===== config.mk =====
export PLATFORM = sky130hd
export DESIGN_NAME = pkt_dispatch_top
export DESIGN_NICKNAME = d
export VERILOG_FILES = /design/src/design/pkt_pkg.sv /design/src/design/tag_tree.sv /design/src/design/pkt_snooper.sv /design/src/design/snoop_arb.sv /design/src/design/filter_core.sv /design/src/design/result_collector.sv /design/src/design/pkt_dispatch_top.sv
export SDC_FILE = /design/constraint.sdc
export NUM_CORES = 1
export LEC_CHECK = 0
export CORE_MARGIN = 1
export CORE_UTILIZATION = 30
export DETAILED_ROUTE_END_ITERATION = 8
export DONT_BUFFER_PORTS = 1
export GPL_TIMING_DRIVEN = 1
export HOLD_SLACK_MARGIN = 0.12
export RECOVER_POWER = 25
export SETUP_SLACK_MARGIN = 0.05
export SYNTH_ARGS = -nofsm -noshare
export SYNTH_HDL_FRONTEND = slang
export SYNTH_SLANG_ARGS = --single-unit

===== constraint.sdc =====
create_clock -name clk -period 7.34 [get_ports clk]
set_clock_uncertainty 0.15 [all_clocks]
set_input_delay 0.734 -clock clk [delete_from_list [all_inputs] [get_ports clk]]
set_output_delay 0.734 -clock clk [all_outputs]
set_load 0.1 [all_outputs]

===== src/design/pkt_pkg.sv =====
package pkt_pkg;

    // Data word and byte count
    localparam int DATA_W = 32;
    // Holds 1 to 4 valid bytes
    localparam int BYTES_W = 3;
    // Word address inside one packet, at most 64 words
    localparam int ADDR_W = 6;

    // Filter cores and the tag that names one of them
    localparam int N_CORES = 4;
    localparam int TAG_W = 2;

    // Result fields
    localparam int LEN_W = 9;
    localparam int SUM_W = 16;

    // Length rule in bytes, both bounds pass
    localparam int MIN_LEN = 8;
    localparam int MAX_LEN = 200;

    // Snooper FSM
    typedef enum logic [1:0] {
        SN_IDLE,
        SN_CLAIM,
        SN_STREAM,
        SN_DONE
    } sn_state_t;

endpackage


===== src/design/tag_tree.sv =====
`timescale 1ns/1ps

module tag_tree (
    input  logic [pkt_pkg::N_CORES-1:0] rdy_in_i,
    input  logic                        ack_i,
    output logic [pkt_pkg::TAG_W-1:0]   tag_o,
    output logic                        rdy_o,
    output logic [pkt_pkg::N_CORES-1:0] ack_out_o
);

    // Heap layout, node 1 is the root and node k has children 2k and 2k+1
    // Leaves sit at N_CORES .. 2*N_CORES-1
    logic                      node_rdy [1:2*pkt_pkg::N_CORES-1];
    logic [pkt_pkg::TAG_W-1:0] node_tag [1:2*pkt_pkg::N_CORES-1];

    always_comb begin
        // Leaves carry their own core index
        for (int i = 0; i < pkt_pkg::N_CORES; i++) begin
            node_rdy[pkt_pkg::N_CORES + i] = rdy_in_i[i];
            node_tag[pkt_pkg::N_CORES + i] = i[pkt_pkg::TAG_W-1:0];
        end
        // Reduce pairs from the bottom level up
        for (int k = pkt_pkg::N_CORES - 1; k >= 1; k--) begin
            node_rdy[k] = node_rdy[2*k] | node_rdy[2*k+1];
            // Left child holds the lower indices, so it wins a tie
            if (node_rdy[2*k]) begin
                node_tag[k] = node_tag[2*k];
            end else begin
                node_tag[k] = node_tag[2*k+1];
            end
        end
    end

    // Any ready core makes the tree ready
    assign rdy_o = node_rdy[1];
    assign tag_o = node_tag[1];

    // One-hot claim toward the winner, only on a completed handshake
    always_comb begin
        ack_out_o = '0;
        ack_out_o[tag_o] = ack_i & rdy_o;
    end

endmodule


===== src/design/pkt_snooper.sv =====
`timescale 1ns/1ps

module pkt_snooper (
    input  logic                        clk,
    input  logic                        rst,
    input  logic                        in_valid_i,
    input  logic [pkt_pkg::DATA_W-1:0]  in_data_i,
    input  logic [pkt_pkg::BYTES_W-1:0] in_bytes_i,
    input  logic                        in_last_i,
    input  logic                        rdy_i,
    output logic                        in_ready_o,
    output logic                        ack_o,
    output logic [pkt_pkg::ADDR_W-1:0]  addr_o,
    output logic [pkt_pkg::DATA_W-1:0]  wr_data_o,
    output logic                        wr_en_o,
    output logic [pkt_pkg::BYTES_W-1:0] byte_inc_o,
    output logic                        done_o
);

    pkt_pkg::sn_state_t        state;
    pkt_pkg::sn_state_t        state_nxt;
    logic [pkt_pkg::ADDR_W-1:0] addr_q;

    always_comb begin
        state_nxt = state;
        case (state)
            // First word is seen but held at the input
            pkt_pkg::SN_IDLE: begin
                if (in_valid_i) begin
                    state_nxt = pkt_pkg::SN_CLAIM;
                end
            end
            // Stay here until some core is free
            pkt_pkg::SN_CLAIM: begin
                if (rdy_i) begin
                    state_nxt = pkt_pkg::SN_STREAM;
                end
            end
            pkt_pkg::SN_STREAM: begin
                if (in_valid_i && in_last_i) begin
                    state_nxt = pkt_pkg::SN_DONE;
                end
            end
            // Done pulse lasts one cycle
            default: state_nxt = pkt_pkg::SN_IDLE;
        endcase
    end

    always_ff @(posedge clk) begin
        if (rst) begin
            state <= pkt_pkg::SN_IDLE;
            addr_q <= '0;
        end else begin
            state <= state_nxt;
            // Address restarts at zero for every claimed packet
            if (state == pkt_pkg::SN_CLAIM) begin
                addr_q <= '0;
            end else if (wr_en_o) begin
                addr_q <= addr_q + pkt_pkg::ADDR_W'(1);
            end
        end
    end

    // Words pass straight through while streaming
    assign in_ready_o = (state == pkt_pkg::SN_STREAM);
    assign wr_en_o = in_ready_o & in_valid_i;
    assign ack_o = (state == pkt_pkg::SN_CLAIM);
    assign done_o = (state == pkt_pkg::SN_DONE);
    assign addr_o = addr_q;
    assign wr_data_o = in_data_i;
    assign byte_inc_o = in_bytes_i;

    // No write outside streaming and never together with done
    assert property (@(posedge clk) disable iff (rst)
        wr_en_o |-> state == pkt_pkg::SN_STREAM && !done_o);

    // A word that is not taken stays on the input unchanged
    assert property (@(posedge clk) disable iff (rst)
        in_valid_i && !in_ready_o |=> in_valid_i && $stable(in_data_i) && $stable(in_last_i));

endmodule


===== src/design/snoop_arb.sv =====
`timescale 1ns/1ps

module snoop_arb #(
    parameter bit PESS = 1'b0
) (
    input  logic                        clk,
    input  logic                        rst,
    input  logic [pkt_pkg::ADDR_W-1:0]  addr_i,
    input  logic [pkt_pkg::DATA_W-1:0]  wr_data_i,
    input  logic                        wr_en_i,
    input  logic [pkt_pkg::BYTES_W-1:0] byte_inc_i,
    input  logic                        done_i,
    input  logic                        ack_i,
    input  logic [pkt_pkg::N_CORES-1:0] rdy_for_sn_i,
    output logic                        rdy_o,
    output logic [pkt_pkg::ADDR_W-1:0]  sn_addr_o,
    output logic [pkt_pkg::DATA_W-1:0]  sn_wr_data_o,
    output logic [pkt_pkg::N_CORES-1:0] sn_wr_en_o,
    output logic [pkt_pkg::BYTES_W-1:0] sn_byte_inc_o,
    output logic [pkt_pkg::N_CORES-1:0] sn_done_o,
    output logic [pkt_pkg::N_CORES-1:0] rdy_for_sn_ack_o
);

    logic [pkt_pkg::TAG_W-1:0]   sel_next;
    logic [pkt_pkg::TAG_W-1:0]   sel_q;
    logic [pkt_pkg::N_CORES-1:0] ack_out;
    logic [pkt_pkg::N_CORES-1:0] wr_en_hot;
    logic [pkt_pkg::N_CORES-1:0] done_hot;

    // Picks the lowest free core and drives the one-hot claim
    tag_tree u_tag_tree (
        .rdy_in_i (rdy_for_sn_i),
        .ack_i    (ack_i),
        .tag_o    (sel_next),
        .rdy_o    (rdy_o),
        .ack_out_o(ack_out)
    );

    // Selection is taken on the edge that completes a claim
    always_ff @(posedge clk) begin
        if (rst) begin
            sel_q <= '0;
        end else if (rdy_o && ack_i) begin
            sel_q <= sel_next;
        end
    end

    // Only enable and done are gated, the payload fans out to all cores
    always_comb begin
        for (int i = 0; i < pkt_pkg::N_CORES; i++) begin
            wr_en_hot[i] = wr_en_i && (sel_q == i[pkt_pkg::TAG_W-1:0]);
            done_hot[i] = done_i && (sel_q == i[pkt_pkg::TAG_W-1:0]);
        end
    end

    generate
        if (PESS) begin : g_pess
            // Extra stage on every core-side output to ease fanout
            always_ff @(posedge clk) begin
                sn_addr_o <= addr_i;
                sn_wr_data_o <= wr_data_i;
                sn_byte_inc_o <= byte_inc_i;
            end
            always_ff @(posedge clk) begin
                if (rst) begin
                    sn_wr_en_o <= '0;
                    sn_done_o <= '0;
                    rdy_for_sn_ack_o <= '0;
                end else begin
                    sn_wr_en_o <= wr_en_hot;
                    sn_done_o <= done_hot;
                    rdy_for_sn_ack_o <= ack_out;
                end
            end
        end else begin : g_direct
            assign sn_addr_o = addr_i;
            assign sn_wr_data_o = wr_data_i;
            assign sn_byte_inc_o = byte_inc_i;
            assign sn_wr_en_o = wr_en_hot;
            assign sn_done_o = done_hot;
            assign rdy_for_sn_ack_o = ack_out;
        end
    endgenerate

    // At most one core is written, and never one that still reports ready
    assert property (@(posedge clk) disable iff (rst)
        $onehot0(sn_wr_en_o) && (sn_wr_en_o & rdy_for_sn_i) == '0);

endmodule


===== src/design/filter_core.sv =====
`timescale 1ns/1ps

module filter_core (
    input  logic                        clk,
    input  logic                        rst,
    input  logic [pkt_pkg::ADDR_W-1:0]  sn_addr_i,
    input  logic [pkt_pkg::DATA_W-1:0]  sn_wr_data_i,
    input  logic                        sn_wr_en_i,
    input  logic [pkt_pkg::BYTES_W-1:0] sn_byte_inc_i,
    input  logic                        sn_done_i,
    input  logic                        claim_i,
    input  logic                        res_take_i,
    output logic                        rdy_for_sn_o,
    output logic                        res_valid_o,
    output logic [7:0]                  res_id_o,
    output logic [pkt_pkg::LEN_W-1:0]   res_len_o,
    output logic [pkt_pkg::SUM_W-1:0]   res_sum_o,
    output logic                        res_pass_o
);

    logic                       claimed_q;
    logic                       valid_q;
    logic [7:0]                 id_q;
    logic [pkt_pkg::LEN_W-1:0]  len_q;
    logic [pkt_pkg::SUM_W-1:0]  sum_q;
    logic                       pass_q;
    logic [pkt_pkg::SUM_W-1:0]  word_sum;

    // Sum of the valid bytes in this word, top byte first
    always_comb begin
        word_sum = '0;
        for (int b = 0; b < pkt_pkg::DATA_W / 8; b++) begin
            if (b < int'(sn_byte_inc_i)) begin
                word_sum = word_sum
                    + pkt_pkg::SUM_W'(sn_wr_data_i[pkt_pkg::DATA_W-1-8*b -: 8]);
            end
        end
    end

    // Claim and result flags
    always_ff @(posedge clk) begin
        if (rst) begin
            claimed_q <= 1'b0;
            valid_q <= 1'b0;
        end else begin
            if (claim_i) begin
                claimed_q <= 1'b1;
            end else if (sn_done_i) begin
                claimed_q <= 1'b0;
            end
            if (sn_done_i) begin
                valid_q <= 1'b1;
            end else if (res_take_i) begin
                valid_q <= 1'b0;
            end
        end
    end

    // Packet fields, cleared at claim and held until the next claim
    always_ff @(posedge clk) begin
        if (claim_i) begin
            len_q <= '0;
            sum_q <= '0;
        end else if (sn_wr_en_i) begin
            len_q <= len_q + pkt_pkg::LEN_W'(sn_byte_inc_i);
            // Checksum wraps modulo 2^16
            sum_q <= sum_q + word_sum;
        end
        // Packet id is the top byte of word 0
        if (sn_wr_en_i && sn_addr_i == '0) begin
            id_q <= sn_wr_data_i[pkt_pkg::DATA_W-1 -: 8];
        end
        // Length is final by done, since done trails the last write
        if (sn_done_i) begin
            pass_q <= (len_q >= pkt_pkg::LEN_W'(pkt_pkg::MIN_LEN))
                   && (len_q <= pkt_pkg::LEN_W'(pkt_pkg::MAX_LEN));
        end
    end

    // Busy from claim until the collector has taken the result
    assign rdy_for_sn_o = !claimed_q && !valid_q;
    assign res_valid_o = valid_q;
    assign res_id_o = id_q;
    assign res_len_o = len_q;
    assign res_sum_o = sum_q;
    assign res_pass_o = pass_q;

    // Arbiter only routes writes and done to the core it claimed
    assert property (@(posedge clk) disable iff (rst)
        (sn_wr_en_i || sn_done_i) |-> claimed_q);

endmodule


===== src/design/result_collector.sv =====
`timescale 1ns/1ps

module result_collector (
    input  logic                                           clk,
    input  logic                                           rst,
    input  logic [pkt_pkg::N_CORES-1:0]                    core_valid_i,
    input  logic [pkt_pkg::N_CORES-1:0][7:0]               core_id_i,
    input  logic [pkt_pkg::N_CORES-1:0][pkt_pkg::LEN_W-1:0] core_len_i,
    input  logic [pkt_pkg::N_CORES-1:0][pkt_pkg::SUM_W-1:0] core_sum_i,
    input  logic [pkt_pkg::N_CORES-1:0]                    core_pass_i,
    input  logic                                           res_ready_i,
    output logic [pkt_pkg::N_CORES-1:0]                    core_take_o,
    output logic                                           res_valid_o,
    output logic [7:0]                                     res_id_o,
    output logic [pkt_pkg::LEN_W-1:0]                      res_len_o,
    output logic [pkt_pkg::SUM_W-1:0]                      res_sum_o,
    output logic                                           res_pass_o
);

    logic [pkt_pkg::TAG_W-1:0] rr_q;
    logic [pkt_pkg::TAG_W-1:0] idx;
    logic [pkt_pkg::TAG_W-1:0] pick;
    logic                      found;
    logic                      load;

    // First valid core at or after the round-robin pointer
    always_comb begin
        pick = rr_q;
        found = 1'b0;
        idx = rr_q;
        for (int i = 0; i < pkt_pkg::N_CORES; i++) begin
            idx = rr_q + i[pkt_pkg::TAG_W-1:0];
            if (!found && core_valid_i[idx]) begin
                pick = idx;
                found = 1'b1;
            end
        end
    end

    // Output register is empty or drains this cycle
    assign load = found && (!res_valid_o || res_ready_i);

    always_comb begin
        core_take_o = '0;
        core_take_o[pick] = load;
    end

    always_ff @(posedge clk) begin
        if (rst) begin
            res_valid_o <= 1'b0;
            rr_q <= '0;
        end else if (load) begin
            res_valid_o <= 1'b1;
            // Next search starts past the core just served
            rr_q <= pick + pkt_pkg::TAG_W'(1);
        end else if (res_ready_i) begin
            res_valid_o <= 1'b0;
        end
    end

    always_ff @(posedge clk) begin
        if (load) begin
            res_id_o <= core_id_i[pick];
            res_len_o <= core_len_i[pick];
            res_sum_o <= core_sum_i[pick];
            res_pass_o <= core_pass_i[pick];
        end
    end

    // A core keeps its result until it is taken here
    assert property (@(posedge clk) disable iff (rst)
        ($past(core_valid_i & ~core_take_o) & ~core_valid_i) == '0);

endmodule


===== src/design/pkt_dispatch_top.sv =====
`timescale 1ns/1ps

module pkt_dispatch_top (
    input  logic                        clk,
    input  logic                        rst,
    input  logic                        in_valid_i,
    input  logic [pkt_pkg::DATA_W-1:0]  in_data_i,
    input  logic [pkt_pkg::BYTES_W-1:0] in_bytes_i,
    input  logic                        in_last_i,
    output logic                        in_ready_o,
    output logic                        res_valid_o,
    input  logic                        res_ready_i,
    output logic [7:0]                  res_id_o,
    output logic [pkt_pkg::LEN_W-1:0]   res_len_o,
    output logic [pkt_pkg::SUM_W-1:0]   res_sum_o,
    output logic                        res_pass_o
);

    // Snooper to arbiter
    logic                        sn_ack;
    logic                        arb_rdy;
    logic [pkt_pkg::ADDR_W-1:0]  sn_addr;
    logic [pkt_pkg::DATA_W-1:0]  sn_wr_data;
    logic                        sn_wr_en;
    logic [pkt_pkg::BYTES_W-1:0] sn_byte_inc;
    logic                        sn_done;

    // Arbiter to cores
    logic [pkt_pkg::ADDR_W-1:0]  core_addr;
    logic [pkt_pkg::DATA_W-1:0]  core_wr_data;
    logic [pkt_pkg::N_CORES-1:0] core_wr_en;
    logic [pkt_pkg::BYTES_W-1:0] core_byte_inc;
    logic [pkt_pkg::N_CORES-1:0] core_done;
    logic [pkt_pkg::N_CORES-1:0] core_claim;
    logic [pkt_pkg::N_CORES-1:0] core_rdy;

    // Cores to collector
    logic [pkt_pkg::N_CORES-1:0]                     core_valid;
    logic [pkt_pkg::N_CORES-1:0]                     core_take;
    logic [pkt_pkg::N_CORES-1:0][7:0]                core_id;
    logic [pkt_pkg::N_CORES-1:0][pkt_pkg::LEN_W-1:0] core_len;
    logic [pkt_pkg::N_CORES-1:0][pkt_pkg::SUM_W-1:0] core_sum;
    logic [pkt_pkg::N_CORES-1:0]                     core_pass;

    pkt_snooper u_snooper (
        .clk       (clk),
        .rst       (rst),
        .in_valid_i(in_valid_i),
        .in_data_i (in_data_i),
        .in_bytes_i(in_bytes_i),
        .in_last_i (in_last_i),
        .rdy_i     (arb_rdy),
        .in_ready_o(in_ready_o),
        .ack_o     (sn_ack),
        .addr_o    (sn_addr),
        .wr_data_o (sn_wr_data),
        .wr_en_o   (sn_wr_en),
        .byte_inc_o(sn_byte_inc),
        .done_o    (sn_done)
    );

    snoop_arb #(
        .PESS(1'b0)
    ) u_arb (
        .clk             (clk),
        .rst             (rst),
        .addr_i          (sn_addr),
        .wr_data_i       (sn_wr_data),
        .wr_en_i         (sn_wr_en),
        .byte_inc_i      (sn_byte_inc),
        .done_i          (sn_done),
        .ack_i           (sn_ack),
        .rdy_for_sn_i    (core_rdy),
        .rdy_o           (arb_rdy),
        .sn_addr_o       (core_addr),
        .sn_wr_data_o    (core_wr_data),
        .sn_wr_en_o      (core_wr_en),
        .sn_byte_inc_o   (core_byte_inc),
        .sn_done_o       (core_done),
        .rdy_for_sn_ack_o(core_claim)
    );

    genvar c;
    generate
        for (c = 0; c < pkt_pkg::N_CORES; c++) begin : g_core
            filter_core u_core (
                .clk          (clk),
                .rst          (rst),
                .sn_addr_i    (core_addr),
                .sn_wr_data_i (core_wr_data),
                .sn_wr_en_i   (core_wr_en[c]),
                .sn_byte_inc_i(core_byte_inc),
                .sn_done_i    (core_done[c]),
                .claim_i      (core_claim[c]),
                .res_take_i   (core_take[c]),
                .rdy_for_sn_o (core_rdy[c]),
                .res_valid_o  (core_valid[c]),
                .res_id_o     (core_id[c]),
                .res_len_o    (core_len[c]),
                .res_sum_o    (core_sum[c]),
                .res_pass_o   (core_pass[c])
            );
        end
    endgenerate

    result_collector u_collector (
        .clk         (clk),
        .rst         (rst),
        .core_valid_i(core_valid),
        .core_id_i   (core_id),
        .core_len_i  (core_len),
        .core_sum_i  (core_sum),
        .core_pass_i (core_pass),
        .res_ready_i (res_ready_i),
        .core_take_o (core_take),
        .res_valid_o (res_valid_o),
        .res_id_o    (res_id_o),
        .res_len_o   (res_len_o),
        .res_sum_o   (res_sum_o),
        .res_pass_o  (res_pass_o)
    );

endmodule


After elaboration in Yosys (flattened, before gate mapping). Cells that the tools add are included.

Bits in registers: 191. Output and inout port bits: 36. Logic and storage cells: 196.

Add/subtract/negate cells: 16. Order comparisons: 20. Equal/unequal tests: 9. Muxes and demuxes: 56. Bitwise logic cells: 7. Reductions and logical operators: 55.

Operators by type and width (count): $add 16x16->16 (4); $mux 16 (4); $add 16x8->16 (3); $add 9x3->9 (4); $ge 9x4->1 const B (4); $le 9x8->1 const B (4); $bmux 16 s2 (1); $mux 1 (31); $logic_and 1x1->1 (28); $bmux 9 s2 (1); $lt 2x3->1 const B (6); $reduce_bool 2->1 (9); $bmux 8 s2 (1); $mux 8 (2); $mux 2 (7); $logic_not 1->1 (12); $bmux 1 s2 (5); $mux 9 (1); $and 4x4->4 (2); $eq 2x2->1 const B (4); $add 6x1->6 const B (1); $logic_not 6->1 (1); $lt 1x3->1 const A (2); $lt 2x3->1 const A (2); other kinds (13) (24).

Depth between registers and ports, before layout.
Depth after elaboration: 19. Mapped depth: 32. Gate-level depth less buffers: 31.

Cells and area by module. A second synthesis with hierarchy kept.

Cells, all modules: 2045. Area, all modules: 17880.9 sq um.

Modules (own cells, without submodules): filter_core (g_core[0].u_core ...) (instances 3, cells an instance 438, area each 3607.2 sq um, sequential area each 810.8 sq um); filter_core (g_core[1].u_core) (instances 1, cells an instance 398, area each 3378.2 sq um, sequential area each 810.8 sq um); result_collector (instances 1, cells an instance 180, area each 2447.3 sq um, sequential area each 1081.0 sq um); pkt_snooper (instances 1, cells an instance 88, area each 724.4 sq um, sequential area each 160.2 sq um); snoop_arb (instances 1, cells an instance 57, area each 457.9 sq um, sequential area each 40.0 sq um); tag_tree (instances 1, cells an instance 8, area each 51.3 sq um, sequential area each 0.0 sq um).

Worst setup path after synthesis. No wires, ideal clock.

Path kind: input -> register. Start point: in in_bytes_i[2] (netlist name). End point: reg g_core[1].u_core.sum_q (netlist bit g_core[1].u_core.res_sum_o[12]). Arrival: 6.292 ns. Slack: 0.771 ns. Stages on the path: 28. Cell sequence: buf_2 > or3_4 > and2_1 > ha_1 > fa_1 > maj3_2 > maj3_2 > xnor2_1 > o21ai_1 > ha_1 > o211ai_1 > a21oi_1 > nor2_1 > xor2_1 > o21ai_0 > a21oi_1 > inv_1 > ha_1 > or3_1 > nand3_1 > o21ai_1 > ha_1 > o21a_1 > a2111oi_0 > nor4b_1 > o211ai_1 > xor2_1 > nor2_1.

Cells in the longest elaborated chain, start to end: 9. Elaborated cells on any way between the ends: 12. Classes of those cells: add/sub (4); order compare (4); mux (4).

Ends and longest elaborated chain: from (decl) (RTL line pkt_dispatch_top.sv:8) `input logic [pkt_pkg::BYTES_W-1:0] in_bytes_i,`; $lt 1x3->1 (RTL line filter_core.sv:33) `if (b < int'(sn_byte_inc_i)) begin`; $mux 8 (RTL line filter_core.sv:33); $add 16x8->16 (RTL line filter_core.sv:35) `+ pkt_pkg::SUM_W'(sn_wr_data_i[pkt_pkg::DATA_W-1-8*b -: 8]);`; $mux 16 (RTL line filter_core.sv:33); $add 16x8->16 (RTL line filter_core.sv:35); $mux 16 (RTL line filter_core.sv:33); $add 16x8->16 (RTL line filter_core.sv:35); $mux 16 * (RTL line filter_core.sv:33); $add 16x16->16 * (RTL line filter_core.sv:67) `sum_q <= sum_q + word_sum;`; to (signal assigned) (RTL line filter_core.sv:67); to (decl) (RTL line filter_core.sv:25) `logic [pkt_pkg::SUM_W-1:0] sum_q;`.

Mark *: on every way between the ends. The rest lies on a longest branch, timed or not. A chain may end at the register's enable or synchronous reset.

Worst setup path in the final report.
Start point: in in_bytes_i[2] (netlist name). End point: reg g_core[1].u_core.sum_q (netlist bit g_core[1].u_core.res_sum_o[14]).

The elaborated chain is that of the path after synthesis.

==> impl_metrics.env <==
export IMPL_outcome="complete, but fails checks"
export IMPL_violations="capacitance limit, slew limit"
export IMPL_ys_seq_area_share_pct=38.4
export IMPL_cts_resized_gates=0
export IMPL_finalCritPeriodShare_pct=92.2
export IMPL_cts_sink_count=191
export IMPL_rrSetupSlack_ns=3.74
export IMPL_areaGrowthSynthToFinish_pct=9.41
export IMPL_clock_fmax_ghz=0.148
export IMPL_synth_cell_types=71
export IMPL_dp_cells=1870
export IMPL_path_max_fanout=30
export IMPL_synth_area_per_cell_um2=8.43
export IMPL_critPathMaxStageDelay_ns=0.68
export IMPL_crit_top_cell="ha_1"
export IMPL_clockBufferDepth=2
export IMPL_final_common_cell="nand2_1"
export IMPL_netlist_area_um2=11800
export IMPL_htree_num_levels=4
export IMPL_io_pin_count=76
export IMPL_antenna_found_initial=0
export IMPL_max_vdd_ir_drop_mv=0.167
export IMPL_nets=1511
export IMPL_drt_iter0_markers=758
export IMPL_worst_pin_slew_ns=2.35
export IMPL_vias=9697
export IMPL_rsz0062_at_grt="false"
export IMPL_diodes=0
export IMPL_grt_total_usage_pct=15.8
export IMPL_synth_seq_cells=191
export IMPL_final_setup_viol_count=0
export IMPL_crit_slowest_cell="a2111oi_0"
export IMPL_path_class="in -> reg"
export IMPL_clock_latency_ns=0.45
export IMPL_fin_setup_tns_ns=0
export IMPL_wl_mm=31.2
export IMPL_dieHeight_um=200
export IMPL_crit_family="adder cells"
export IMPL_grt_overflow=0
export IMPL_powerDensity_nw_per_um2=267
export IMPL_hpwl_mm=22.4
export IMPL_io_buffer_count=0
export IMPL_async_flop_share_pct=0
export IMPL_die_area_um2=40000
export IMPL_vias_per_cell=5.10
export IMPL_cts_setup_buffers=0
export IMPL_cap_violations=2
export IMPL_routedWlPerCell_um=16.4
export IMPL_root_buffer="clkbuf_16"
export IMPL_power_w=0.00343
export IMPL_start_util_pct=30.5
export IMPL_clk_pin_slew_ns=0.08
export IMPL_finalHoldViolCount=0
export IMPL_ant_nets=0
export IMPL_route_detailed_drc=0
export IMPL_ys_flop_type="dfxtp_1"
export IMPL_grt_pass1_vias=9004
export IMPL_crit_buf_inv=1
export IMPL_die_x_um=200
export IMPL_mostFrequentLayoutCells="nand2_1, nor2_1, dfxtp_1"
export IMPL_slew_headroom_pct=-56.5
export IMPL_crit_arrival_ns=6.91
export IMPL_rows=72
export IMPL_final_cells=1902
export IMPL_dr_pass1_iters=5
export IMPL_fin_ws_ns=0.572
export IMPL_endpoint_kind="flip-flop"
export IMPL_finalWeightedCongestion=0.850
export IMPL_layout_min_cycle_time_ns=6.77
export IMPL_startpoint_type="input pin"
export IMPL_cts_made_buffers=17
export IMPL_postCtsHoldBufs=0
export IMPL_post_place_ws_ns=0.195
export IMPL_core_area_um2=38600
export IMPL_hold_class="in -> reg"
export IMPL_grt_max_degree=71
export IMPL_leakagePower_nw=4.89
export IMPL_grt_pass1_wl_mm=48.5
export IMPL_cp_required_ns=7.48
export IMPL_synth_edf_count=70
export IMPL_drive_gt1_share_pct=5.13
export IMPL_synthCells=1397
export IMPL_ys_warn_count=0
export IMPL_slew_viol_final=65
export IMPL_synth_net_count=1537
export IMPL_cts_tree="built"
worst paths after layout:
kind / cells past startpoint / endpoint / startpoint
max: 27 / g_core[1].u_core.res_sum_o[14] / in_bytes_i[2]
min: 1 / g_core[1].u_core.res_valid_o / rst
max reg2reg: 3 / u_collector.res_sum_o[8] / u_collector.res_valid_o
min reg2reg: 2 / g_core[0].u_core.res_sum_o[5] / g_core[0].u_core.res_sum_o[5]
logic make-up (layout without fill, tap and decap cells):
| group | Yosys count | in the layout | synth area share, % |
|---|---|---|---|
| AOI/OAI and AO/OA | 319 | 319 | 16.8 |
| DFF | 191 | 191 | 38.4 |
| and+or+nand+nor | 586 | 586 | 22.6 |
| xor gates and xnor gates | 86 | 86 | 6.40 |
| adders and majority gates | 103 | 103 | 11.6 |
| muxes | 9 | 9 | 0.808 |
| buffers and inverters | 103 | 90 | 3.38 |
state kept, by name (all words and copies together), names as in the netlist:
name	flops
u_collector.res_id_o	8
g_core.u_core.res_valid_o	4
u_snooper.addr_o	6
g_core.u_core.claimed_q	4
g_core.u_core.res_pass_o	4
g_core.u_core.res_len_o	36
g_core.u_core.res_sum_o	64
u_collector.res_len_o	9
g_core.u_core.res_id_o	32
u_collector.rr_q	2
u_collector.res_pass_o	1
u_arb.sel_q	2
u_snooper.state	2
u_collector.res_valid_o	1
u_collector.res_sum_o	16
where the power goes:
part / internal, W / total, W / switching [W]
combinational: 0.000459 / 0.00115 / 0.000690
clock: 0.000459 / 0.000945 / 0.000487
sequential: 0.00119 / 0.00134 / 0.000151
Yosys cell counts, types with 24 or more instances:
cell,n,area share (%)
a21oi_1,109,4.6
a31oi_1,42,2.2
and3_1,41,2.2
clkbuf_1,55,1.8
dfxtp_1,121,21
edfxtp_1,70,18
ha_1,89,9.5
inv_1,39,1.2
nand2_1,263,8.4
nor2_1,137,4.4
nor3_1,24,1.0
o21ai_0,36,1.5
xnor2_1,49,3.6
xor2_1,37,2.8
per-layer routing:
metal  vias to the layer above  GRT usage [%]  routed length, µm
met1                      4558           21.4              14800
met2                       225           25.1              14200
li1                       4879              -                  -
met3                        35           3.18               1600
met4                         0           4.83                539
met5                         -              0                  0
cell type report:
cell class | instances | area (µm²)
fill | 3967 | 25800
sequential | 191 | 4520
timing repair buffer | 16 | 109
clock buffer | 17 | 425
clock inverter | 15 | 149
multi-input combinational | 1103 | 6870
inverter | 42 | 158
tap | 518 | 648
stage by stage:
stage          cell area, µm²  util, %  hold slack (ns)
2_1_floorplan           11800        -            0.299
3_3_place_gp            12300     31.9            0.306
3_5_place_dp            12300     31.9            0.318
4_1_cts                 12900     33.4            0.175
5_1_grt                 12900     33.3            0.166
6_report                12900     33.3            0.197
Note: power is estimated with default switching activity, not from simulation.
